`config.mk`:
```
export PLATFORM = sky130hd
export DESIGN_NAME = event_header_merger
export DESIGN_NICKNAME = d
export VERILOG_FILES = /design/src/event_pkg.sv /design/src/event_header_merger.sv
export VERILOG_INCLUDE_DIRS = /design/src
export SDC_FILE = /design/constraint.sdc
export NUM_CORES = 1
export LEC_CHECK = 0
export BUFFER_PORTS_ARGS = -buffer_cell sky130_fd_sc_hd__buf_2
export CORE_MARGIN = 2
export CORE_UTILIZATION = 40
export CTS_BUF_LIST = sky130_fd_sc_hd__clkbuf_8
export DETAILED_ROUTE_END_ITERATION = 12
export SLEW_MARGIN = 20
export SYNTH_ARGS = -nofsm -noshare
export SYNTH_HDL_FRONTEND = slang
export SYNTH_SLANG_ARGS = --single-unit
```
`constraint.sdc`:
```
create_clock -name aclk -period 2.65 [get_ports aclk]
set_clock_uncertainty 0.05 [all_clocks]
set_input_delay 0.53 -clock aclk [delete_from_list [all_inputs] [get_ports aclk]]
set_output_delay 0.53 -clock aclk [all_outputs]
set_load 0.03 [all_outputs]
```
`src/event_builder_settings.svh`:
```
`ifndef EVENT_BUILDER_SETTINGS_SVH
`define EVENT_BUILDER_SETTINGS_SVH

// serial links feeding the builder
`define EB_NUM_LINKS      4
// per-link payload FIFO, 64-bit words
`define EB_FIFO_DEPTH     64
// longest accepted fragment, 32-bit words
`define EB_MAX_FRAG_WORDS 128

// top byte of every header word
`define EB_TAG_EVENT      8'hE5
// link number is added on top of this one
`define EB_TAG_LINK       8'hA0

`endif

```
`src/event_pkg.sv`:
```
package event_pkg;

    // event header, one per built event
    typedef struct packed {
        logic [7:0]  tag;
        logic [3:0]  link_mask;
        logic [19:0] rsvd;
        logic [31:0] event_num;
    } event_hdr_t;

    // link header, one per enabled link in the event
    typedef struct packed {
        logic [7:0]  tag;
        logic [3:0]  link_num;
        logic [3:0]  rsvd;
        logic [15:0] event_count;
        // length in 32-bit words as received
        logic [15:0] frag_len;
        // length in packed 64-bit words
        logic [15:0] pay_len;
    } link_hdr_t;

    // one header word, read by its tag as either kind
    typedef union packed {
        event_hdr_t ev;
        link_hdr_t  lnk;
    } hdr_word_u;

endpackage

```
`src/event_header_merger.sv`:
```
`timescale 1ns/1ps
`include "event_builder_settings.svh"

module event_header_merger (
    input  logic                     aclk,
    input  logic                     rst_i,
    input  logic [`EB_NUM_LINKS-1:0] link_mask_i,
    input  logic [`EB_NUM_LINKS-1:0] frag_ready_i,
    output logic [`EB_NUM_LINKS-1:0] hdr_taken_o,
    output logic                     start_o,
    output event_pkg::hdr_word_u     event_hdr_o,
    output logic [`EB_NUM_LINKS-1:0] event_mask_o,
    input  logic                     done_i
);
    logic                     all_ready;
    logic                     launch;
    logic                     busy_q;
    logic                     start_q;
    logic [`EB_NUM_LINKS-1:0] mask_q;
    logic [31:0]              evnum_q;
    event_pkg::hdr_word_u     hdr_q;

    assign all_ready = (link_mask_i != '0) && ((frag_ready_i & link_mask_i) == link_mask_i);
    assign launch    = !busy_q && all_ready;

    // release headers in the done cycle so the ready levels drop together with busy
    assign hdr_taken_o  = done_i ? mask_q : '0;
    assign start_o      = start_q;
    assign event_hdr_o  = hdr_q;
    assign event_mask_o = mask_q;

    always_ff @(posedge aclk) begin
        if (rst_i) begin
            busy_q  <= 1'b0;
            start_q <= 1'b0;
            mask_q  <= '0;
            evnum_q <= '0;
        end else begin
            start_q <= 1'b0;
            if (done_i) begin
                busy_q <= 1'b0;
            end else if (launch) begin
                busy_q  <= 1'b1;
                start_q <= 1'b1;
                mask_q  <= link_mask_i;
                evnum_q <= evnum_q + 32'd1;
            end
        end
    end

    always_ff @(posedge aclk) begin
        if (launch) begin
            hdr_q.ev.tag       <= `EB_TAG_EVENT;
            hdr_q.ev.link_mask <= link_mask_i;
            hdr_q.ev.rsvd      <= '0;
            hdr_q.ev.event_num <= evnum_q;
        end
    end

    // readout only finishes an event that was started
    assert property (@(posedge aclk) disable iff (rst_i) done_i |-> busy_q);

endmodule

```
# == Word-level counts from Yosys, hierarchy flattened ==
# Index checks and enable logic that the tools add are counted.
# totals
register_bits,74
inputBits,11
out_inout_bits,73
# classes
eq_ne,1
add_sub_neg,1
reduce_logical,6
bitwise,2
n_mux,2
# ops
operator,n
"32-bit by 1-bit adder with 32-bit output, second input constant",1
4-bit bitwise AND,1
4-bit == test,1
4-bit 2-to-1 mux,1
4-bit nonzero test,1
1-bit logical AND,2
2-bit AND reduction,1
2-bit OR reduction,1
1-bit zero test,1
1-bit 2-to-1 mux,1
1-bit inverter,1

# == Depth between registers and ports, before layout ==
# depth
word_depth,5
depth_mapped,7

# == Least setup slack after synthesis ==
# OpenSTA, ideal clock, no wires.
# synth_path
path_type,in2reg
startpoint,in link_mask_i[2]
endpoint,reg hdr_q (netlist bit event_hdr_o[0]) (enable)
n_path_buf,1
path_slack_ps,347
required_ps,2225
arrival_ps,1878
setup_ps,375
path_stages,5
path_cell_list,nor2b_1 nor3_1 nand2_1 buf_6 inv_2
# synth_between
elab_chain_cells,4
word_cells_on_any_way,5
classes_between,eq/ne (1); bitwise (1); reduce/logical (3)
# synth_lines
element,line_no,source
start: declaration,event_header_merger.sv:7,"input logic [`EB_NUM_LINKS-1:0] link_mask_i,"
4-bit bitwise AND,event_header_merger.sv:23,assign all_ready = (link_mask_i != '0) && ((frag_ready_i & link_mask_i) == link_mask_i);
4-bit == test,event_header_merger.sv:23,
1-bit logical AND *,event_header_merger.sv:23,
1-bit logical AND *,event_header_merger.sv:24,assign launch = !busy_q && all_ready;
net launch,event_header_merger.sv:16,logic launch;
end: declaration,event_header_merger.sv:21,event_pkg::hdr_word_u hdr_q;
# The timed path passes the listed nets; every way through them passes the cells marked *.
# A chain may end at the register's enable or synchronous reset.

# == Final worst setup path ==
# layout_path
startpoint,reg evnum_q[0]
endpoint,reg evnum_q[30]
# layout_between
elab_chain_cells,1
# layout_lines
element,line_no,source
start: declaration,event_header_merger.sv:20,logic [31:0] evnum_q;
start signal: assignment,event_header_merger.sv:46,evnum_q <= evnum_q + 32'd1;
32-bit by 1-bit adder with 32-bit output,event_header_merger.sv:46,
# Every way passes these cells.

==> metrics <==
outcome=complete, no violations; CP Class=reg -> reg; Required @ worst endpoint=2.88 ns; Post-CTS Hold Fix Bufs=0; async set or reset register ratio after synthesis=0%; Initial Util=41.6%; area grow syn2layout=14.9%; top-area cell type share of the netlist area=about a third; Final GP Congestion=~0.76; Post-CTS Setup Inserts=0; number of I/O pins=84; DP Area=between 0.003 and 0.004 sq mm; fin util=about 48%; CP Capture Point=evnum_q[30]; Syn Std Cell Area=0.00323 sq mm; CTS Buffer Depth=2; FILL cells=between 700 and 800; Final period util=between 80% and 90%; Final Net Count=370; largest net degree at the start of global routing=38; RSZ-0062 raised after global routing=false; CTS buffer count=9; FF-to-FF End=evnum_q[30]; setup violators final=0; Hold Path Depth=1; Worst VDD drop=~0.28 mV; worst r2r path cells=6; vias in the first global route=between 2000 and 2500; Routed WL per cell=13.5 um; Total Die Area=about 0.0088 sq mm; Worst slew margin=between 40% and 50%; Seq/Total Area, Yosys=57.0%; row count=32; largest cells by area after synthesis=edfxtp_1, dfxtp_1, buf_4; Critical Path Source=evnum_q[0]; initial antenna violation count=0; Post-synth top cells=dfxtp_1, edfxtp_1, buf_4; global-route usage over all layers=15.0%; static leakage=between 1 and 1.5 nW; slew of the pin with the lowest slew margin=0.771 ns; area of the core=a little under 0.008 sq mm; total grt overflow=0; Worst EP arrival=~2.6 ns; setup TNS=0 ns; Worst Setup Start Kind=register; First-pass DRT Iterations=4; most common cell in the synthesized netlist=dfxtp_1; Peak Freq=~430 MHz; reg2reg start=evnum_q[0]; chip height=between 90 and 100 um; die width=about 94 um; area leader, netlist=edfxtp_1; clk_lat worst skew=between 0.3 and 0.4 ns; minimum clock period=approximately 2.3 ns; Max Slew Vio Count=0; clock sink count=74; max_cap viols=0; Finished Cell Area=roughly 0.0037 sq mm; FF+latch count, synth=74; Synth Flop Type=dfxtp_1; DP HPWL=4400 um; post-route ant nets=0; CTS tree=built; first-pass GRT wire length=just over 10000 um; Max Fanout on Critical Path=8; Final Hold Fails=0; CTS root buf=clkbuf_8; Min-Delay Path Class=in -> reg; CP Capture Type=register; unique cell type count in the Yosys netlist=just over 40; Post-synth EDFFs=36; cts repair resizes=0; DR vias=around 2400; DR iter-0 viols=84; Ant. Diodes=0; post-DR vias/cell=between 5 and 6; H-tree lvl count=3; final WL=between 6000 and 7000 um; PortBufs=55; post-synthesis cell count=299; DR DRC count=0; Reg clk slew, reported paths=approximately 0.07 ns; layout cells sized above 1=about 22%; Synth Area per Inst=between 10 and 15 sq um; internal reg-to-reg setup slack=about 0.3 ns; yosys warns=0; pwr/cell area=~650 mW/mm^2
[registers in the layout (all words and copies together) (netlist names)]
signal        cells
event_hdr_o      36
evnum_q          32
event_mask_o      4
busy_q            1
start_o           1
[logic make-up after synthesis]
kind of cell | Yosys count | share of synthesized area [%]
AO/OA/AOI/OAI | 41 | 7.51
XOR/XNOR | 13 | 3.52
adder cells (fa/ha/maj) | 1 | 0.387
buffers and inverters | 42 | 8.71
flip-flops | 74 | 57.0
multiplexers | 2 | 0.658
other | 2 | 0.232
AND/OR/NAND/NOR | 124 | 22.0
[cell usage in the layout, fill, tap and decap left out, types with 5 or more instances in the layout]
cell,count
buf_2,55
dfxtp_1,38
edfxtp_1,36
conb_1,28
nor2_1,20
a21oi_1,19
nand2_1,16
or4_1,13
nor4_1,12
nand4_1,12
xnor2_1,12
clkbuf_8,12
nand3_1,11
o31ai_1,10
o21ai_0,9
nor3_1,7
and2_1,6
or3_1,6
buf_4,6
nor2b_1,5
[stage by stage]
step / std cells / total power, W / setup WS [ns] / hold slack (ns)
after floorplan: 325 / 0.00153 / 0.347 / 0.380
after global placement: 449 / 0.00156 / 0.223 / 0.395
after detailed placement: 449 / 0.00157 / 0.178 / 0.406
after CTS: 465 / 0.00245 / 0.289 / 0.336
after global routing: 465 / 0.00252 / 0.130 / 0.347
final: 465 / 0.00242 / 0.307 / 0.356
[where the power goes]
part / leakage (nW) / switching [W] / internal (W)
combinational: 0.564 / 0.000223 / 0.0000545
sequential: 0.641 / 0.0000134 / 0.00125
clock: 0.115 / 0.000383 / 0.000504
[per-layer routing]
metal | up-vias | GRT usage, % | share of wire (%)
met4 | 0 | 8.70 | 2.3
met3 | 13 | 2.97 | 5.4
met1 | 1096 | 20.8 | 48
met2 | 78 | 21.7 | 44
met5 | - | 0 | 0
li1 | 1179 | - | -
[critical path, cell delays in order (launching register included)]
cell      delay [ns]
dfxtp_1         0.42
ha_1            0.21
and2_1          0.20
nand3b_1        0.10
or4_1           0.63
or4_1           0.52
a21oi_1         0.14
[layout make-up]
class                   count  area (sq um)  area share [%]
flip-flops and latches     74          1840            49.6
multi-input cells         209          1210            32.5
inverters                   3          11.3           0.303
repair buffers             61           320            8.62
well taps                 102           128            3.43
clock inverters             4          42.5            1.14
clock buffers              12           165            4.44
[how the worst min path moves through the flow]
stage / endpoint / from / slack, ns
detailed placement: event_hdr_o[29] / evnum_q[29] / 0.41
finish: event_hdr_o[52] / link_mask_i[0] / 0.36
floorplan: event_hdr_o[29] / evnum_q[29] / 0.38
CTS: event_hdr_o[54] / link_mask_i[2] / 0.34
global route: event_hdr_o[54] / link_mask_i[2] / 0.35
global placement: event_hdr_o[29] / evnum_q[29] / 0.39
(Power assumes the default switching activity.)
