--- src/event_builder_settings.svh ---
`ifndef EVENT_BUILDER_SETTINGS_SVH
`define EVENT_BUILDER_SETTINGS_SVH

// serial links feeding the builder
`define EB_NUM_LINKS      4
// per-link payload FIFO, 64-bit words
`define EB_FIFO_DEPTH     64
// longest accepted fragment, 32-bit words
`define EB_MAX_FRAG_WORDS 128

// top byte of every header word
`define EB_TAG_EVENT      8'hE5
// link number is added on top of this one
`define EB_TAG_LINK       8'hA0

`endif

--- src/event_pkg.sv ---
package event_pkg;

    // event header, one per built event
    typedef struct packed {
        logic [7:0]  tag;
        logic [3:0]  link_mask;
        logic [19:0] rsvd;
        logic [31:0] event_num;
    } event_hdr_t;

    // link header, one per enabled link in the event
    typedef struct packed {
        logic [7:0]  tag;
        logic [3:0]  link_num;
        logic [3:0]  rsvd;
        logic [15:0] event_count;
        // length in 32-bit words as received
        logic [15:0] frag_len;
        // length in packed 64-bit words
        logic [15:0] pay_len;
    } link_hdr_t;

    // one header word, read by its tag as either kind
    typedef union packed {
        event_hdr_t ev;
        link_hdr_t  lnk;
    } hdr_word_u;

endpackage

--- src/sync_fifo.sv ---
`timescale 1ns/1ps

module sync_fifo #(
    parameter int WIDTH = 64,
    parameter int DEPTH = 64
) (
    input  logic                   aclk,
    input  logic                   rst_i,
    input  logic                   wr_en_i,
    input  logic [WIDTH-1:0]       wr_data_i,
    output logic                   full_o,
    input  logic                   rd_en_i,
    output logic [WIDTH-1:0]       rd_data_o,
    output logic                   empty_o,
    output logic [$clog2(DEPTH):0] level_o
);
    localparam int AW = $clog2(DEPTH);

    logic [WIDTH-1:0] mem [DEPTH];
    logic [AW-1:0]    wr_ptr_q;
    logic [AW-1:0]    rd_ptr_q;
    logic [AW:0]      count_q;

    assign full_o    = count_q == (AW+1)'(DEPTH);
    assign empty_o   = count_q == '0;
    assign level_o   = count_q;
    // first word falls through
    assign rd_data_o = mem[rd_ptr_q];

    always_ff @(posedge aclk) begin
        if (wr_en_i) begin
            mem[wr_ptr_q] <= wr_data_i;
        end
    end

    always_ff @(posedge aclk) begin
        if (rst_i) begin
            wr_ptr_q <= '0;
            rd_ptr_q <= '0;
            count_q  <= '0;
        end else begin
            if (wr_en_i) begin
                wr_ptr_q <= wr_ptr_q + 1'b1;
            end
            if (rd_en_i) begin
                rd_ptr_q <= rd_ptr_q + 1'b1;
            end
            case ({wr_en_i, rd_en_i})
                2'b10:   count_q <= count_q + 1'b1;
                2'b01:   count_q <= count_q - 1'b1;
                default: ;
            endcase
        end
    end

    assert property (@(posedge aclk) disable iff (rst_i) wr_en_i |-> !full_o);
    assert property (@(posedge aclk) disable iff (rst_i) rd_en_i |-> !empty_o);

endmodule

--- src/link_event_accumulator.sv ---
`timescale 1ns/1ps
`include "event_builder_settings.svh"

module link_event_accumulator (
    input  logic                 aclk,
    input  logic                 rst_i,
    input  logic [3:0]           link_id_i,
    input  logic                 enable_i,
    input  logic [31:0]          s_tdata_i,
    input  logic                 s_tvalid_i,
    input  logic                 s_tlast_i,
    output logic                 s_tready_o,
    output logic [63:0]          payload_o,
    output logic                 payload_valid_o,
    input  logic                 payload_pop_i,
    output event_pkg::hdr_word_u hdr_o,
    output logic                 frag_ready_o,
    input  logic                 hdr_taken_i
);
    localparam int LW = $clog2(`EB_FIFO_DEPTH) + 1;

    logic                 beat;
    logic                 fifo_wr;
    logic [63:0]          fifo_wdata;
    logic                 fifo_full;
    logic                 fifo_empty;
    logic [LW-1:0]        fifo_level;
    logic                 have_low_q;
    logic [31:0]          low_q;
    logic [15:0]          frag_words_q;
    logic [15:0]          pay_words_q;
    logic [15:0]          ev_count_q;
    logic                 frag_ready_q;
    event_pkg::hdr_word_u hdr_q;

    // a masked link swallows its data
    assign s_tready_o = !enable_i || !(fifo_full || frag_ready_q);
    assign beat       = s_tvalid_i && s_tready_o && enable_i;

    // second word of a pair, or a lone last word padded with zeros
    assign fifo_wr    = beat && (have_low_q || s_tlast_i);
    assign fifo_wdata = have_low_q ? {s_tdata_i, low_q} : {32'h0, s_tdata_i};

    sync_fifo #(
        .WIDTH (64),
        .DEPTH (`EB_FIFO_DEPTH)
    ) u_fifo (
        .aclk      (aclk),
        .rst_i     (rst_i),
        .wr_en_i   (fifo_wr),
        .wr_data_i (fifo_wdata),
        .full_o    (fifo_full),
        .rd_en_i   (payload_pop_i),
        .rd_data_o (payload_o),
        .empty_o   (fifo_empty),
        .level_o   (fifo_level)
    );

    assign payload_valid_o = !fifo_empty;
    assign hdr_o           = hdr_q;
    assign frag_ready_o    = frag_ready_q;

    always_ff @(posedge aclk) begin
        if (rst_i) begin
            have_low_q   <= 1'b0;
            frag_words_q <= '0;
            pay_words_q  <= '0;
            ev_count_q   <= '0;
            frag_ready_q <= 1'b0;
        end else begin
            if (hdr_taken_i) begin
                frag_ready_q <= 1'b0;
            end
            if (beat) begin
                have_low_q <= !have_low_q && !s_tlast_i;
                if (s_tlast_i) begin
                    frag_words_q <= '0;
                    pay_words_q  <= '0;
                    ev_count_q   <= ev_count_q + 16'd1;
                    frag_ready_q <= 1'b1;
                end else begin
                    frag_words_q <= frag_words_q + 16'd1;
                    if (fifo_wr) begin
                        pay_words_q <= pay_words_q + 16'd1;
                    end
                end
            end
        end
    end

    ////////////////////
    // low half and link header
    ////////////////////
    always_ff @(posedge aclk) begin
        if (beat && !have_low_q) begin
            low_q <= s_tdata_i;
        end
        if (beat && s_tlast_i) begin
            hdr_q.lnk.tag         <= `EB_TAG_LINK + {4'h0, link_id_i};
            hdr_q.lnk.link_num    <= link_id_i;
            hdr_q.lnk.rsvd        <= '0;
            hdr_q.lnk.event_count <= ev_count_q;
            // the last beat always writes one more payload word
            hdr_q.lnk.frag_len    <= frag_words_q + 16'd1;
            hdr_q.lnk.pay_len     <= pay_words_q + 16'd1;
        end
    end

    assert property (@(posedge aclk) disable iff (rst_i)
        beat |-> frag_words_q < 16'(`EB_MAX_FRAG_WORDS));
    // the whole fragment sits in the FIFO once its header is posted
    assert property (@(posedge aclk) disable iff (rst_i)
        $rose(frag_ready_q) |-> 16'(fifo_level) == hdr_q.lnk.pay_len);

endmodule

--- config.mk ---
export PLATFORM = sky130hd
export DESIGN_NAME = link_event_accumulator
export DESIGN_NICKNAME = d
export VERILOG_FILES = /design/src/event_pkg.sv /design/src/sync_fifo.sv /design/src/link_event_accumulator.sv
export VERILOG_INCLUDE_DIRS = /design/src
export SDC_FILE = /design/constraint.sdc
export NUM_CORES = 2
export LEC_CHECK = 0
export BUFFER_PORTS_ARGS = -buffer_cell sky130_fd_sc_hd__buf_2
export CAP_MARGIN = 25
export CELL_PAD_IN_SITES_DETAIL_PLACEMENT = 0
export CELL_PAD_IN_SITES_GLOBAL_PLACEMENT = 1
export CORE_UTILIZATION = 60
export DETAILED_ROUTE_END_ITERATION = 10
export PLACE_DENSITY_LB_ADDON = 0.1
export SLEW_MARGIN = 20
export SYNTH_ARGS = -nofsm -noshare
export SYNTH_HDL_FRONTEND = slang
export SYNTH_SLANG_ARGS = --single-unit
--- constraint.sdc ---
create_clock -name aclk -period 9.7 [get_ports aclk]
set_input_delay 2.91 -clock aclk [delete_from_list [all_inputs] [get_ports aclk]]
set_output_delay 2.91 -clock aclk [all_outputs]
set_load 0.005 [all_outputs]
# Word level (Yosys, flattened, before mapping)
# Memory sizes are Yosys's and may differ from the RTL's. A register that Yosys moved wholly into a read port is not among the register bits.
# Index checks and enable logic that the tools add are counted.
# totals
rom_bits,0
mem_count,1
latch_bits,0
wordCells,53
inputBits,43
output_inout_bits,131
register_bits,161
ramBits,4096
# memory_table
memory,words,word_bits,read_ports,rd_ports_with_merged_regs,write_ports,line_no,rtl
u_fifo.mem,64,64,1,1,1,sync_fifo.sv:19,logic [WIDTH-1:0] mem [DEPTH];
# classes
reduce_logical,19
mul,0
bitwise_logic,0
eq_ne,3
n_lt_le_gt_ge,0
n_div,0
n_shift,0
add_sub_neg,8
n_mux,12
# op_table
operator,n
$mux 64,1
$add 16x1->16 const B,3
$mux 16,3
$pmux 7 s2,1
$add 6x1->6 const B,2
$mux 6,2
$add 8x4->8 const A,1
$add 7x1->7 const B,1
$eq 7x7->1 const B,1
$logic_not 7->1,1
$sub 7x1->7 const B,1
$logic_and 1x1->1,6
$logic_not 1->1,5
$mux 1,5
$reduce_and 2->1,2
$reduce_bool 2->1,2
$logic_or 1x1->1,3
$eq 2x1->1 const B,1
$eq 2x2->1 const B,1

# Depth between registers and ports, before layout
# logic_depth
depth_word,9
mapped_depth,16
depth_no_buf,12

# Hierarchy
# From an unflattened synthesis, not the netlist that was laid out.
# unflattened
cells_unflattened,7142
hier_area_um2,161422.3
# by_module_without_submodules
module,cells_each,area_each_um2,n_inst
sync_fifo,6639,155492.9,1
link_event_accumulator,503,5929.4,1

# Worst setup path before layout
# OpenSTA, ideal clock, no wires.
# synth_timing
path_kind,input to register
from,in s_tvalid_i
to,"mem u_fifo.mem[61][0], enable pin"
setup_time_ns,0.487
path_buffers,2
arrival_time_ns,6.784
required_time_ns,9.213
stages,7
setup_slack_ns,2.430
cell_sequence,nand2_1 > a311o_1 > buf_2 > nor2_1 > buf_2 > nand4b_1 > nor2_1
# synth_via
elab_chain_cells,5
# synth_rtl
element,line_no,rtl
"start, declared",link_event_accumulator.sv:10,"input logic s_tvalid_i,"
$logic_and 1x1->1 (2 in series),link_event_accumulator.sv:38,assign beat = s_tvalid_i && s_tready_o && enable_i;
$logic_and 1x1->1,link_event_accumulator.sv:41,assign fifo_wr = beat && (have_low_q || s_tlast_i);
$mux 1,sync_fifo.sv:31,if (wr_en_i) begin
$mux 1 (not written as such),sync_fifo.sv:32,mem[wr_ptr_q] <= wr_data_i;
"end, declared",sync_fifo.sv:19,
# No other way between the ends.

==> impl_metrics.csv <==
group,metric,value,unit
global_routing,grt_start_max_net_pins,123,
synth,async_flop_share,0,
final_layout,fillers,16390,
sta,period_needed,7.615,ns
cts,cts_buffer_depth,4,
final_layout,multi_input_area,32880,µm²
sta,finalCritPeriodShare,0.7850,
global_routing,grt_pass1_vias,79960,
sta,rsz0062_at_grt,"false",
cts,cts_hold_buf,0,
routing,final_antenna_net_count,0,
cts,root_buffer,"clkbuf_16",
power,sw_frac_of_total,0.2125,
worst_setup_path,crit_type,"flip-flop to output pin",
cts,cts-resized-gates,0,
synth,yosysSeqAreaShare,0.7887,
routing,wl_per_cell,39.99,µm
floorplan,ios,174,
synth,synth_seq_cells,4255,
cts,clock_latency,0.97,ns
worst_setup_path,path_max_fanout,56,
final_layout,final_nets,7564,
worst_setup_path,cp-end-kind,"output pin",
worst_setup_path,slowest_delay,0.84,ns
placed_design,place_hpwl,245600,µm
sta,drv_slew,0,
global_routing,antenna_found_initial,20,
global_routing,grt_pass1_wl,628600,µm
global_routing,track_usage,0.3391,
power,p_int,30.18,mW
sta,skew,0.04185,ns
hold_path,worstHoldPathType,"flip-flop to flip-flop",
sta,fmax,0.1313,GHz
power,power_density,211.2,nW/µm²
routing,routed_via_density,7.155,
flow_run,maxCapViolations,0,
synth,synth_top_cell_by_area,"edfxtp_1",
synth,synth_edf_count,4180,
synth,synth_common_cells,"4180 x edfxtp_1, 1024 x mux4_2, 256 x a22oi_1, 218 x clkbuf_1, 160 x nand3_1",
worst_setup_path,slowest_stage,"dfxtp_4",
floorplan,rows,189,
power,switchingPower,8.145,mW
sta,finalSetupViolCount,0,
final_layout,syn_to_final_growth,12.67,%
placed_design,port_buffers,165,
routing,routed_wl,455800,µm
floorplan,start_util,0.6054,
power,fin_total_pwr,38.33,mW
floorplan,die_h,520.1,µm
synth,syn_inst,7080,
worst_setup_path,path_cells,"buf_12 > buf_4 > mux4_2 > nor2b_1 > a211oi_1 > o22ai_1 > and3_1 > buf_2",
power,seq_power_share,0.534,
outcome,run_status,"finished, final reports clean",
synth,syn_area_per_cell,22.75,µm²
sta,fin_setup_tns,0,ns
routing,vias,81560,
global_routing,grt_overflow,0,
worst_setup_path,required,6.79,ns
cts,clock_sinks,4255,
final_layout,stdcell_area,181500,µm²
synth,synth_top_area_frac,0.7794,
power,ir_drop,212.3,µV
cts,cts.clk_slew.worst_paths,0.06,ns
worst_setup_path,cp-start-kind,"flip-flop",
power,power_leakage,55.04,nW
sta,worst_pin_slew,1.099,ns
floorplan,die_x,520.1,µm
cts,cts_setup_buffers,0,
placed_design,gp_congestion,0.8330,
synth,synthFlopType,"edfxtp_1",
synth,synth_area_leaders,"edfxtp_1 78%, mux4_2 14%, a22oi_1 1.2%, dfxtp_1 0.93%, o221ai_1 0.65%",
power,combPwrFrac,0.057,
power,pwr-share-clk,0.409,
placed_design,placed_area,167900,µm²
sta,final_hold_viol_count,0,
routing,drt_iter0_drc,12480,
routing,route.detailed.drc,0,
cts,cts_max_level,5,
cts,cts_tree,"done",
synth,netlist_area,161100,µm²
synth,yosys.cell_count.top_type,"edfxtp_1",
sta,slew_headroom,0.2655,
synth,ys_warn_count,0,
worst_setup_path,arrival,4.70,ns
floorplan,core_area,266000,µm²
routing,first_pass_iters,5,
synth,synth_cell_types,63,
final_layout,ff_latch_area,127000,µm²
sta,hold_ws,0.4664,ns
cts,cts_buffers,419,
floorplan,die_area,270500,µm²
final_layout,drive_gt1_frac,0.2785,
==> cell type report <==
| cell class | count | share of cell area |
|---|---|---|
| Multi-Input combinational cell | 2392 | 0.1812 |
| Clock buffer | 550 | 0.06187 |
| Sequential cell | 4255 | 0.7001 |
| Timing Repair Buffer | 433 | 0.02158 |
| Inverter | 12 | 0.0002551 |
| Tap cell | 3533 | 0.02436 |
| Clock inverter | 212 | 0.01045 |
| Antenna cell | 12 | 0.0001655 |
==> placed cells by master (no fill, tap or decap), types with 10 or more instances in the layout <==
master / netlist / layout
and2_4: 0 / 17
nor2_1: 122 / 55
nand4_1: 16 / 16
nand3_1: 160 / 159
xor2_1: 22 / 22
clkbuf_16: 0 / 426
a22o_1: 10 / 10
diode_2: 0 / 12
nor2b_1: 70 / 66
xnor2_1: 31 / 31
a21oi_1: 26 / 26
clkinv_2: 0 / 66
o22ai_1: 127 / 127
mux2_2: 40 / 25
clkbuf_8: 0 / 10
o21ai_0: 21 / 21
buf_12: 0 / 69
and3_1: 73 / 73
nand2_1: 43 / 38
a22oi_1: 256 / 256
o221ai_1: 120 / 120
clkbuf_1: 218 / 114
a211oi_1: 63 / 63
dfxtp_1: 75 / 69
edfxtp_1: 4180 / 4180
nor2_4: 0 / 67
buf_2: 133 / 165
and2_2: 0 / 13
buf_4: 18 / 185
nor3_1: 15 / 15
mux4_2: 1024 / 1024
mux2_4: 0 / 15
clkinv_1: 2 / 98
bufinv_16: 0 / 28
==> worst max-delay path, delay by kind of cell, from the launching register on <==
family / cells / cell delay [ns]
and+or+nand+nor: 2 / 0.47
AOI/OAI and AO/OA: 2 / 0.54
muxes: 1 / 0.40
buffers and inverters: 3 / 1.34
DFF: 1 / 0.84
==> worst paths after layout <==
kind | cells past startpoint | to | startpoint | slack [ns]
setup reg to reg | 6 | u_fifo.mem[62][63]$_DFFE_PP_ | u_fifo.level_o[2]$_SDFFE_PP0P_ | 5.09
hold reg to reg | 0 | hdr_o[47]$_DFFE_PP_ | ev_count_q[15]$_SDFFE_PP0P_ | 0.47
setup / recovery | 8 | payload_o[16] | flip-flop | 2.09
hold / removal | 0 | hdr_o[47]$_DFFE_PP_ | ev_count_q[15]$_SDFFE_PP0P_ | 0.47
==> metal layers <==
metal / wire, µm / part of all wire / vias to the layer above / global-route usage
met3: 51420 / 0.11 / 854 / 0.07150
met5: 61 / 0.00013 / - / 0
li1: - / - / 31300 / -
met1: 170400 / 0.37 / 43970 / 0.4874
met2: 215600 / 0.47 / 5426 / 0.5236
met4: 18340 / 0.040 / 10 / 0.1236
==> cells by family (layout without fill, tap and decap cells) <==
logic type / count (synthesis) / count (layout) / synth area share
flops: 4255 / 4255 / 0.7887
simple gates: 600 / 600 / 0.01966
buf+inv: 439 / 1207 / 0.01169
other cells: 2 / 20 / 0.00004663
compound gates: 651 / 651 / 0.02991
xor+xnor: 53 / 53 / 0.002882
mux: 1072 / 1072 / 0.1465
fa+ha+maj: 8 / 8 / 0.0006215
==> registers in the layout, summed over array words and instances (netlist names), named ones only <==
signal,flops
have_low_q,1
u_fifo.wr_ptr_q,6
u_fifo.rd_ptr_q,6
frag_ready_o,1
frag_words_q,16
u_fifo.mem,4096
ev_count_q,16
u_fifo.level_o,7
pay_words_q,16
hdr_o,52
low_q,32
==> power groups by stage <==
stage          Sequential [mW]  Clock, mW  Combinational [mW]
3_3_place_gp              20.8          0                2.11
3_5_place_dp              20.8          0                2.17
5_1_grt                   20.4       16.5                2.31
4_1_cts                   20.5       15.8                2.17
6_report                  20.5       15.7                2.19
2_1_floorplan             20.8          0                1.50
==> per-stage QoR <==
| stage | cells | utilization | setup WS [ns] |
|---|---|---|---|
| 3_5_place_dp | 10610 | 0.6311 | 2.540 |
| 6_report | 11400 | 0.6821 | 2.085 |
| 5_1_grt | 11390 | 0.6820 | 1.899 |
| 3_3_place_gp | 10590 | 0.6295 | 2.541 |
| 4_1_cts | 11370 | 0.6804 | 2.035 |
| 2_1_floorplan | 7086 | - | 2.430 |
Note: power is estimated with default switching activity, not from simulation.
