File: src/event_builder_settings.svh
`ifndef EVENT_BUILDER_SETTINGS_SVH
`define EVENT_BUILDER_SETTINGS_SVH

// serial links feeding the builder
`define EB_NUM_LINKS      4
// per-link payload FIFO, 64-bit words
`define EB_FIFO_DEPTH     64
// longest accepted fragment, 32-bit words
`define EB_MAX_FRAG_WORDS 128

// top byte of every header word
`define EB_TAG_EVENT      8'hE5
// link number is added on top of this one
`define EB_TAG_LINK       8'hA0

`endif

File: src/ctrl_pkg.sv
package ctrl_pkg;

    typedef enum logic [3:0] {
        REG_CTRL = 4'd0,
        REG_MASK = 4'd1
    } reg_addr_e;

    // register read-back layout
    typedef struct packed {
        logic [19:0] rsvd_hi;
        logic [3:0]  link_mask;
        logic [6:0]  rsvd_lo;
        logic        event_reset;
    } ctrl_word_t;

endpackage

File: src/event_ctrl_regs.sv
`timescale 1ns/1ps
`include "event_builder_settings.svh"

module event_ctrl_regs (
    input  logic                     aclk,
    input  logic                     rst_i,
    input  logic                     reg_wr_i,
    input  logic [3:0]               reg_addr_i,
    input  logic [31:0]              reg_wdata_i,
    output logic [31:0]              reg_rdata_o,
    output logic                     ev_rst_o,
    output logic [`EB_NUM_LINKS-1:0] link_mask_o
);
    logic                     soft_rst_q;
    logic [`EB_NUM_LINKS-1:0] mask_q;
    logic                     ev_rst_q;
    ctrl_pkg::ctrl_word_t     rd_word;

    // writes land on the next edge
    always_ff @(posedge aclk) begin
        if (rst_i) begin
            soft_rst_q <= 1'b0;
            mask_q     <= '1;
        end else if (reg_wr_i) begin
            case (reg_addr_i)
                ctrl_pkg::REG_CTRL: soft_rst_q <= reg_wdata_i[0];
                ctrl_pkg::REG_MASK: mask_q <= reg_wdata_i[8 +: `EB_NUM_LINKS];
                default: ;
            endcase
        end
    end

    // event reset held as long as the soft bit stays set
    always_ff @(posedge aclk) begin
        if (rst_i) begin
            ev_rst_q <= 1'b1;
        end else begin
            ev_rst_q <= soft_rst_q;
        end
    end

    always_comb begin
        rd_word = '0;
        case (reg_addr_i)
            ctrl_pkg::REG_CTRL: rd_word.event_reset = soft_rst_q;
            ctrl_pkg::REG_MASK: rd_word.link_mask = mask_q;
            default: ;
        endcase
    end

    assign reg_rdata_o = rd_word;
    assign ev_rst_o    = ev_rst_q;
    assign link_mask_o = mask_q;

    // soft reset reaches the datapath two edges after the write
    assert property (@(posedge aclk) disable iff (rst_i)
        reg_wr_i && reg_addr_i == ctrl_pkg::REG_CTRL && reg_wdata_i[0] |-> ##2 ev_rst_o);

endmodule

File: config.mk
export PLATFORM = sky130hd
export DESIGN_NAME = event_ctrl_regs
export DESIGN_NICKNAME = d
export VERILOG_FILES = /design/src/ctrl_pkg.sv /design/src/event_ctrl_regs.sv
export VERILOG_INCLUDE_DIRS = /design/src
export SDC_FILE = /design/constraint.sdc
export NUM_CORES = 1
export LEC_CHECK = 0
export ABC_CLOCK_PERIOD_IN_PS = 1500
export BUFFER_PORTS_ARGS = -buffer_cell sky130_fd_sc_hd__buf_2
export CORE_UTILIZATION = 28
export CTS_CLUSTER_DIAMETER = 80
export DETAILED_ROUTE_END_ITERATION = 16
export PLACE_DENSITY_LB_ADDON = 0.1
export RECOVER_POWER = 25
export SLEW_MARGIN = 20
export SYNTH_ARGS = -nofsm -noshare
export SYNTH_HDL_FRONTEND = slang
export SYNTH_SLANG_ARGS = --single-unit
File: constraint.sdc
create_clock -name aclk -period 1.5 [get_ports aclk]
set_clock_uncertainty 0.1 [all_clocks]
set_input_delay 0.075 -clock aclk [delete_from_list [all_inputs] [get_ports aclk]]
set_output_delay 0.075 -clock aclk [all_outputs]
set_load 0.005 [all_outputs]
Word level (Yosys, flattened, before mapping)

Cells that the tools add are included.
W data, S select, Z words.

Flip-flop bits (word level): 6
Input port bits: 39
Output and inout bits: 37
Word-level logic and storage cells: 9

Equality and inequality tests: 1
Multiplexer cells: 2
Reductions and logical operators: 3

Operators with widths:

| cell                 | count |
|---|---|
| $eq A4 B1 Y1 const B | 1 |
| $logic_not A4 Y1     | 1 |
| $mux W4              | 1 |
| $reduce_and A2 Y1    | 2 |
| $mux W1              | 1 |

Depth between registers and ports, before layout

Gate-level depths: netlist of the first run.

Depth after elaboration: 2
Mapped depth: 3
Depth with buffers taken out: 3

Least setup slack after synthesis of the first run

OpenSTA, ideal clock, no wires.

Kind: input-to-reg
Start point: input port reg_addr_i[1]
End point: register mask_q[0] (netlist: link_mask_o[0])
Setup time: 120 ps
Arrival: 843 ps
Required time: 1,280 ps
Path slack: 437 ps
Stages on the path: 3
Buffers on the path: 0
Cell sequence: nor4b_4 -> nand2_2 -> a211o_1

Cells in the longest elaborated chain, start to end: 2

Ends and longest elaborated chain:

| item                        | line                  | source |
|---|---|---|
| start: declaration          | event_ctrl_regs.sv:8  | `input logic [3:0] reg_addr_i,` |
| $eq A4 B1 Y1                | event_ctrl_regs.sv:25 | `case (reg_addr_i)` |
| $reduce_and A2 Y1 (no line) | --                    |  |
| end signal: assignment      | event_ctrl_regs.sv:27 | `` ctrl_pkg::REG_MASK: mask_q <= reg_wdata_i[8 +: `EB_NUM_LINKS]; `` |
| end: declaration            | event_ctrl_regs.sv:15 | `` logic [`EB_NUM_LINKS-1:0] mask_q; `` |

No other way between the ends.
A chain may end at the register's enable or synchronous reset.

Final worst setup path of the first run

Start point: input port reg_addr_i[1]
End point: output port reg_rdata_o[11]

Cells in the longest elaborated chain, start to end: 2

Ends and longest elaborated chain:

| item             | line                  | source |
|---|---|---|
| $eq A4 B1 Y1     | event_ctrl_regs.sv:44 | `case (reg_addr_i)` |
| $mux W4          | event_ctrl_regs.sv:44 |  |
| end: declaration | event_ctrl_regs.sv:10 | `output logic [31:0] reg_rdata_o,` |

No other way between the ends.

==> results of run 1 <==
-- logic make-up (layout without fill, tap and decap cells) --
kind of cell	Yosys count	after routing	synth area share
other cells	1	27	0.00759
flops	6	6	0.243
simple gates	14	14	0.233
buf+inv	27	26	0.410
compound gates	6	6	0.106
-- path summary, 6_finish.rpt --
path	cells after the start	end	from	slack [ns]
setup / recovery	5	reg_rdata_o[11]	reg_addr_i[1]	0.40
hold / removal	3	link_mask_o[2]$_SDFFE_PP1P_	reg_wdata_i[10]	0.07
setup reg to reg	2	soft_rst_q$_SDFFE_PP0P_	soft_rst_q$_SDFFE_PP0P_	0.66
hold reg to reg	1	ev_rst_o$_SDFF_PP1_	soft_rst_q$_SDFFE_PP0P_	0.37
-- stage by stage --
step | hold slack, ns | setup WS, ns | cell area (um^2) | total power (uW) | instances
global route | 0.0649 | 0.327 | 553 | 406 | 95
floorplan | 0.0693 | 0.437 | 592 | 248 | 80
finish | 0.0652 | 0.396 | 553 | 374 | 95
global placement | 0.249 | 0.343 | 522 | 227 | 91
detailed placement | 0.255 | 0.350 | 522 | 227 | 91
CTS | 0.0580 | 0.379 | 554 | 385 | 95
-- worst register-to-register path, delay by kind of cell (launching register included) --
kind	cells	cell delay, ns
AO/OA/AOI/OAI	2	0.33
flip-flops	1	0.31
-- placed cells by master, fill, tap and decap left out, drive strengths merged --
master and n:
and3 5, dlygate4sd3 1, dfxtp 6, a211o 4, nand2 1, a21boi 1, nor4b 1, o21ba 1
and2 5, conb 27, buf 22, or2 1, nor4 1, clkbuf 3
-- flip-flops by register name (all words and copies together) (netlist names) --
| register | flops |
|---|---|
| link_mask_o | 4 |
| soft_rst_q | 1 |
| ev_rst_o | 1 |
-- timing repair --
action / 4_1_cts / 5_1_grt
setup endpoints to repair: 0 / 0
setup buffers: 0 / 0
hold buffers: 1 / 0
endpoints found under the hold margin: 3 / 0
-- routing by layer --
| metal | vias to the layer above | global-route usage | share of wire | wire length [um] |
|---|---|---|---|---|
| met5 | - | 0 | 0 | 0 |
| met1 | 155 | 0.105 | 0.43 | 334 |
| met3 | 0 | 0.0490 | 0.11 | 85 |
| li1 | 177 | - | - | - |
| met4 | 0 | 0.0545 | 0 | 0 |
| met2 | 33 | 0.135 | 0.46 | 353 |
-- cell usage after synthesis --
cell type / instances
and2_2: 4
a211o_1: 4
and3_1: 1
nor4b_4: 1
or2_2: 1
o21ba_2: 1
conb_1: 1
dfxtp_1: 6
nor4_1: 1
and2_1: 1
and3_2: 4
buf_4: 27
nand2_2: 1
a21boi_0: 1
-- final cells by class --
class / instances / area [um^2]
clock buffer: 3 / 22.5
fill: 181 / 1020
multi-input combinational: 47 / 269
sequential: 6 / 120
tap: 16 / 20.0
timing repair buffer: 23 / 121
-- power groups by stage --
stage / Clock (uW) / Sequential (uW) / Combinational (uW)
after floorplan: 0 / 170 / 78.7
after global placement: 0 / 169 / 57.4
after detailed placement: 0 / 169 / 57.8
after CTS: 159 / 166 / 59.8
after global routing: 171 / 166 / 69.0
final: 148 / 166 / 60.0
==> results.yml, run 1 <==
outcome:
  status: "completed"
worst_setup_path:
  crit_buf_inv: 3
  crit_family: "simple AND/OR/NAND/NOR gates"
  critPathArrivalTime_ns: 0.93
  cpMostUsedCell: "buf_2"
  path_cells: "buf_2 -> nor4b_4 -> buf_4 -> and2_2 -> buf_2"
  cp-end-kind: "output pin"
  critPathLaunchType: "primary input"
  critPathMaxFanout: 8
  cpMaxStageDelayCell: "nor4b_4"
  path_class: "primary input to output pin"
  slowest_delay_ns: 0.30
  critical_path_required_ns: 1.32
flow_run:
  cap_violations: 0
sta:
  min_period_over_period: 0.736
  max_freq_ghz: 0.905
  grt_setup_unrepaired: "false"
  fin_setup_tns_ns: 0
  setup-violations-final: 0
  hold_violations: 0
  slew_violations: 0
  post-route-min-period_ns: 1.10
drt:
  wl_um: 773
  dr_total_vias: 365
  drc_errors: 0
  wl_per_cell_um: 8.14
  route.antenna.remaining_nets: 0
  first_iter_violations: 13
  drt_pass1_iterations: 6
  viasPerCell: 3.84
floorplan:
  dieArea_um2: 1940
  ios: 76
  die_h_um: 44.0
  start_util: 0.313
  num_rows: 14
  core_area_um2: 1580
  die_w_um: 44.0
clock_tree:
  cts_tree: "yes"
  clockRootBuffer: "clkbuf_4"
  insertion_delay_ns: 0.24
  clk_pin_slew_ns: 0.05
  cts_made_buffers: 3
  clkSinkCount: 6
  cts_max_level: 1
  clock_path_buffers: 2
  post_cts_resize_count: 0
power:
  comb_power_share: 0.161
  cellPowerDensity_nw_per_um2: 676
  seq_power_share: 0.445
  irDropWorstVdd_uv: 374
  power_switching_uw: 93.1
  power.internal_uw: 281
  clockPowerShare: 0.395
  power.share.switching: 0.249
  leakagePower_uw: 0.000314
cells_and_area:
  drive_above_1_share: 0.456
  final_util: 0.351
  num-nets-final: 120
  syn2layout_area_growth_pct: 11.9
  n_antenna_cell: 0
logic_synthesis:
  avgSynthCellArea_um2: 9.15
  synth.area.top_cells: "buf_4 (41%), dfxtp_1 (24%), a211o_1 (7.1%)"
  synth_top_area_share: 0.410
  synth_cells: 54
  yosys_warnings: 0
  synth_cell_types: 14
  syn_area_um2: 494
  yosysTopAreaCell: "buf_4"
  ys_seq_area_frac: 0.243
  synth.ff_latch_count: 6
global_routing:
  grt_antenna_before_repair: 0
  grt_pass1_wl_um: 1260
  grt_max_degree: 9
  grt_pass1_vias: 316
  grt_overflow_total: 0
  grt_usage: 0.0920
placement:
  place_congestion: 0.606
  port_buffers: 21
min_path:
  hold_path.class: "primary input to flop"
(Power assumes the default switching activity.)
==> run 2, diff against run 1 <==
ABC_AREA = 1   (was not set)
ABC_CLOCK_PERIOD_IN_PS = 1100   (was 1500)
CORE_UTILIZATION = 29   (was 28)
clock period = 1.1 ns   (was 1.5 ns; I/O delays follow)
==> results.yml, run 2 <==
outcome:
  status: "completed"
cells_and_area:
  final_util: 0.379
  multi_input_area_um2: 258
  fin_area_um2: 598
  n_antenna_cell: 0
  nFillCells: 179
  final_common_cell: "conb_1"
  syn2layout_area_growth_pct: 15.7
  instances_no_fill: 115
  seq_area_um2: 120
  mostFrequentLayoutCells: "conb_1 (27), buf_2 (20), nand2_1 (9)"
  largest_reg_flops: 4
  num-nets-final: 140
  drive_above_1_share: 0.293
power:
  power_switching_uw: 140
  irDropWorstVdd_uv: 649
  seq_power_share: 0.432
  power.internal_uw: 388
  cellPowerDensity_nw_per_um2: 882
  power.share.switching: 0.265
  leakagePower_uw: 0.000382
  finalPower_uw: 527
  clockPowerShare: 0.371
  comb_power_share: 0.197
logic_synthesis:
  syn_area_um2: 517
  synth_compound_area_frac: 0
  ys_top_cells_by_count: "buf_4 (27), nand2_1 (9), inv_1 (7), dfxtp_1 (6), nor2_1 (6)"
  synth.area.top_cells: "buf_4 (39%), dfxtp_1 (23%), nand2_1 (6.5%)"
  synth_edf_count: 0
  ys_seq_area_frac: 0.232
  avgSynthCellArea_um2: 7.18
  synth_fa_ha_area_frac: 0
  synthArstFlopShare: 0
  synth_flop_cell: "dfxtp_1"
  synth_cells: 72
  synth_most_common_cell: "buf_4"
  yosys_warnings: 0
  synthXorXnorAreaFrac: 0
  synth_top_family_by_area: "buffers and inverters"
  synthMuxAreaShare: 0
  synth.ff_latch_count: 6
  synthSimpleGateAreaFrac: 0.303
  yosysTopAreaCell: "buf_4"
  synth_top_area_share: 0.392
  synth_cell_types: 12
min_path:
  whs_endpoint: "link_mask_o[3]$_SDFFE_PP1P_"
  hold_depth: 3
  worstHoldStart: "reg_wdata_i[11]"
  hold_path.class: "primary input to flop"
floorplan:
  ios: 76
  core_area_um2: 1580
  start_util: 0.328
  dieArea_um2: 1950
  die_w_um: 44.2
  num_rows: 14
  die_h_um: 44.2
sta:
  max_freq_ghz: 1.02
  min_period_over_period: 0.895
  grt_setup_unrepaired: "false"
  hold_violations: 0
  fin_setup_tns_ns: 0
  post-route-min-period_ns: 0.985
  slew_violations: 0
  setup-violations-final: 0
placement:
  port_buffers: 21
  dp.cells: 108
  dp_hpwl_um: 677
  place_congestion: 0.732
  dpl_cell_area_um2: 537
worst_setup_path:
  slowest_delay_ns: 0.34
  crit_family: "flip-flops"
  critPathArrivalTime_ns: 0.83
  critPathLaunchType: "flop"
  r2r_cells: 4
  critical_path_required_ns: 0.94
  path_cells: "inv_1 -> nor2_1 -> buf_2"
  cpMaxStageDelayCell: "dfxtp_1"
  path_class: "flop to output pin"
  r2r_end: "soft_rst_q$_SDFFE_PP0P_"
  cp-end-kind: "output pin"
  critPathMaxFanout: 3
  r2r-start: "soft_rst_q$_SDFFE_PP0P_"
  crit_buf_inv: 2
  r2r_setup_slack_ns: 0.40
global_routing:
  grt_usage: 0.0970
  grt_antenna_before_repair: 0
  grt_pass1_wl_um: 1370
  grt_max_degree: 10
  grt_pass1_vias: 337
  grt_overflow_total: 0
clock_tree:
  clkSinkCount: 6
  cts_max_level: 1
  clockRootBuffer: "clkbuf_4"
  insertion_delay_ns: 0.24
  clock_path_buffers: 2
  cts_tree: "yes"
  clk_pin_slew_ns: 0.04
  cts_made_buffers: 3
drt:
  wl_per_cell_um: 7.51
  route.antenna.remaining_nets: 0
  first_iter_violations: 13
  wl_um: 864
  drc_errors: 0
  dr_total_vias: 421
  drt_pass1_iterations: 5
  viasPerCell: 3.66
flow_run:
  cap_violations: 0
[run 2: cell count changes after synthesis, moves of 4 or more]
| cell | previous run | this run |
|---|---|---|
| inv_1 | 0 | 7 |
| nand4_1 | 0 | 5 |
| and3_2 | 4 | 0 |
| and2_2 | 4 | 0 |
| a211o_1 | 4 | 0 |
| nor2_1 | 0 | 6 |
| nand3_1 | 0 | 4 |
| nand2_1 | 0 | 9 |
[run 2: worst max-delay path by stage]
stage	start	to	slack [ns]	cells past startpoint
2_1_floorplan	reg_addr_i[3]	link_mask_o[0]$_SDFFE_PP1P_	0.42	4
3_3_place_gp	reg_addr_i[3]	reg_rdata_o[8]	0.18	5
3_5_place_dp	reg_addr_i[3]	reg_rdata_o[11]	0.17	5
4_1_cts	link_mask_o[0]$_SDFFE_PP1P_	reg_rdata_o[8]	0.11	3
5_1_grt	link_mask_o[3]$_SDFFE_PP1P_	reg_rdata_o[11]	0.007	3
6_report	link_mask_o[0]$_SDFFE_PP1P_	reg_rdata_o[8]	0.12	3
[run 2: repair_timing]
action	CTS	global route
hold buffers	4	0
setup endpoints to repair	0	0
hold endpoints to repair	6	0
setup buffers	0	0
gates resized for setup	0	0
[run 2: power by group through the flow]
| stage | Combinational [uW] | Sequential [uW] | Clock (uW) |
|---|---|---|---|
| 3_5_place_dp | 92.9 | 231 | 0 |
| 6_report | 104 | 228 | 196 |
| 5_1_grt | 121 | 228 | 221 |
| 4_1_cts | 104 | 228 | 206 |
| 3_3_place_gp | 92.7 | 231 | 0 |
| 2_1_floorplan | 120 | 232 | 0 |
[run 2: worst reg2reg max path: cells and delay by family, from the launching register on]
family / cells / cell delay, ns
buf+inv: 2 / 0.07
simple gates: 2 / 0.14
flops: 1 / 0.32
[run 2: layout make-up]
cell class                 count  area share
tap                           16      0.0335
multi-input combinational     56       0.431
clock buffer                   3      0.0377
timing repair buffer          25       0.241
inverter                       9      0.0565
sequential                     6       0.201
[run 2: logic make-up after synthesis]
family / count (synthesis)
other cells: 1
buf+inv: 36
flops: 6
simple gates: 29
[run 2: per-layer routing]
metal | part of all wire | track usage | vias to the layer above | wire length [um]
li1 | - | - | 226 | -
met3 | 0.094 | 0.0612 | 0 | 81
met4 | 0 | 0 | 0 | 0
met1 | 0.44 | 0.125 | 165 | 382
met2 | 0.46 | 0.147 | 30 | 400
met5 | 0 | 0 | - | 0
[run 2: per-stage QoR]
stage / setup slack (ns) / hold WS (ns)
finish: 0.115 / 0.00970
global route: 0.00720 / 0.0276
CTS: 0.110 / 0.00511
detailed placement: 0.169 / 0.192
global placement: 0.175 / 0.190
floorplan: 0.425 / 0.0670
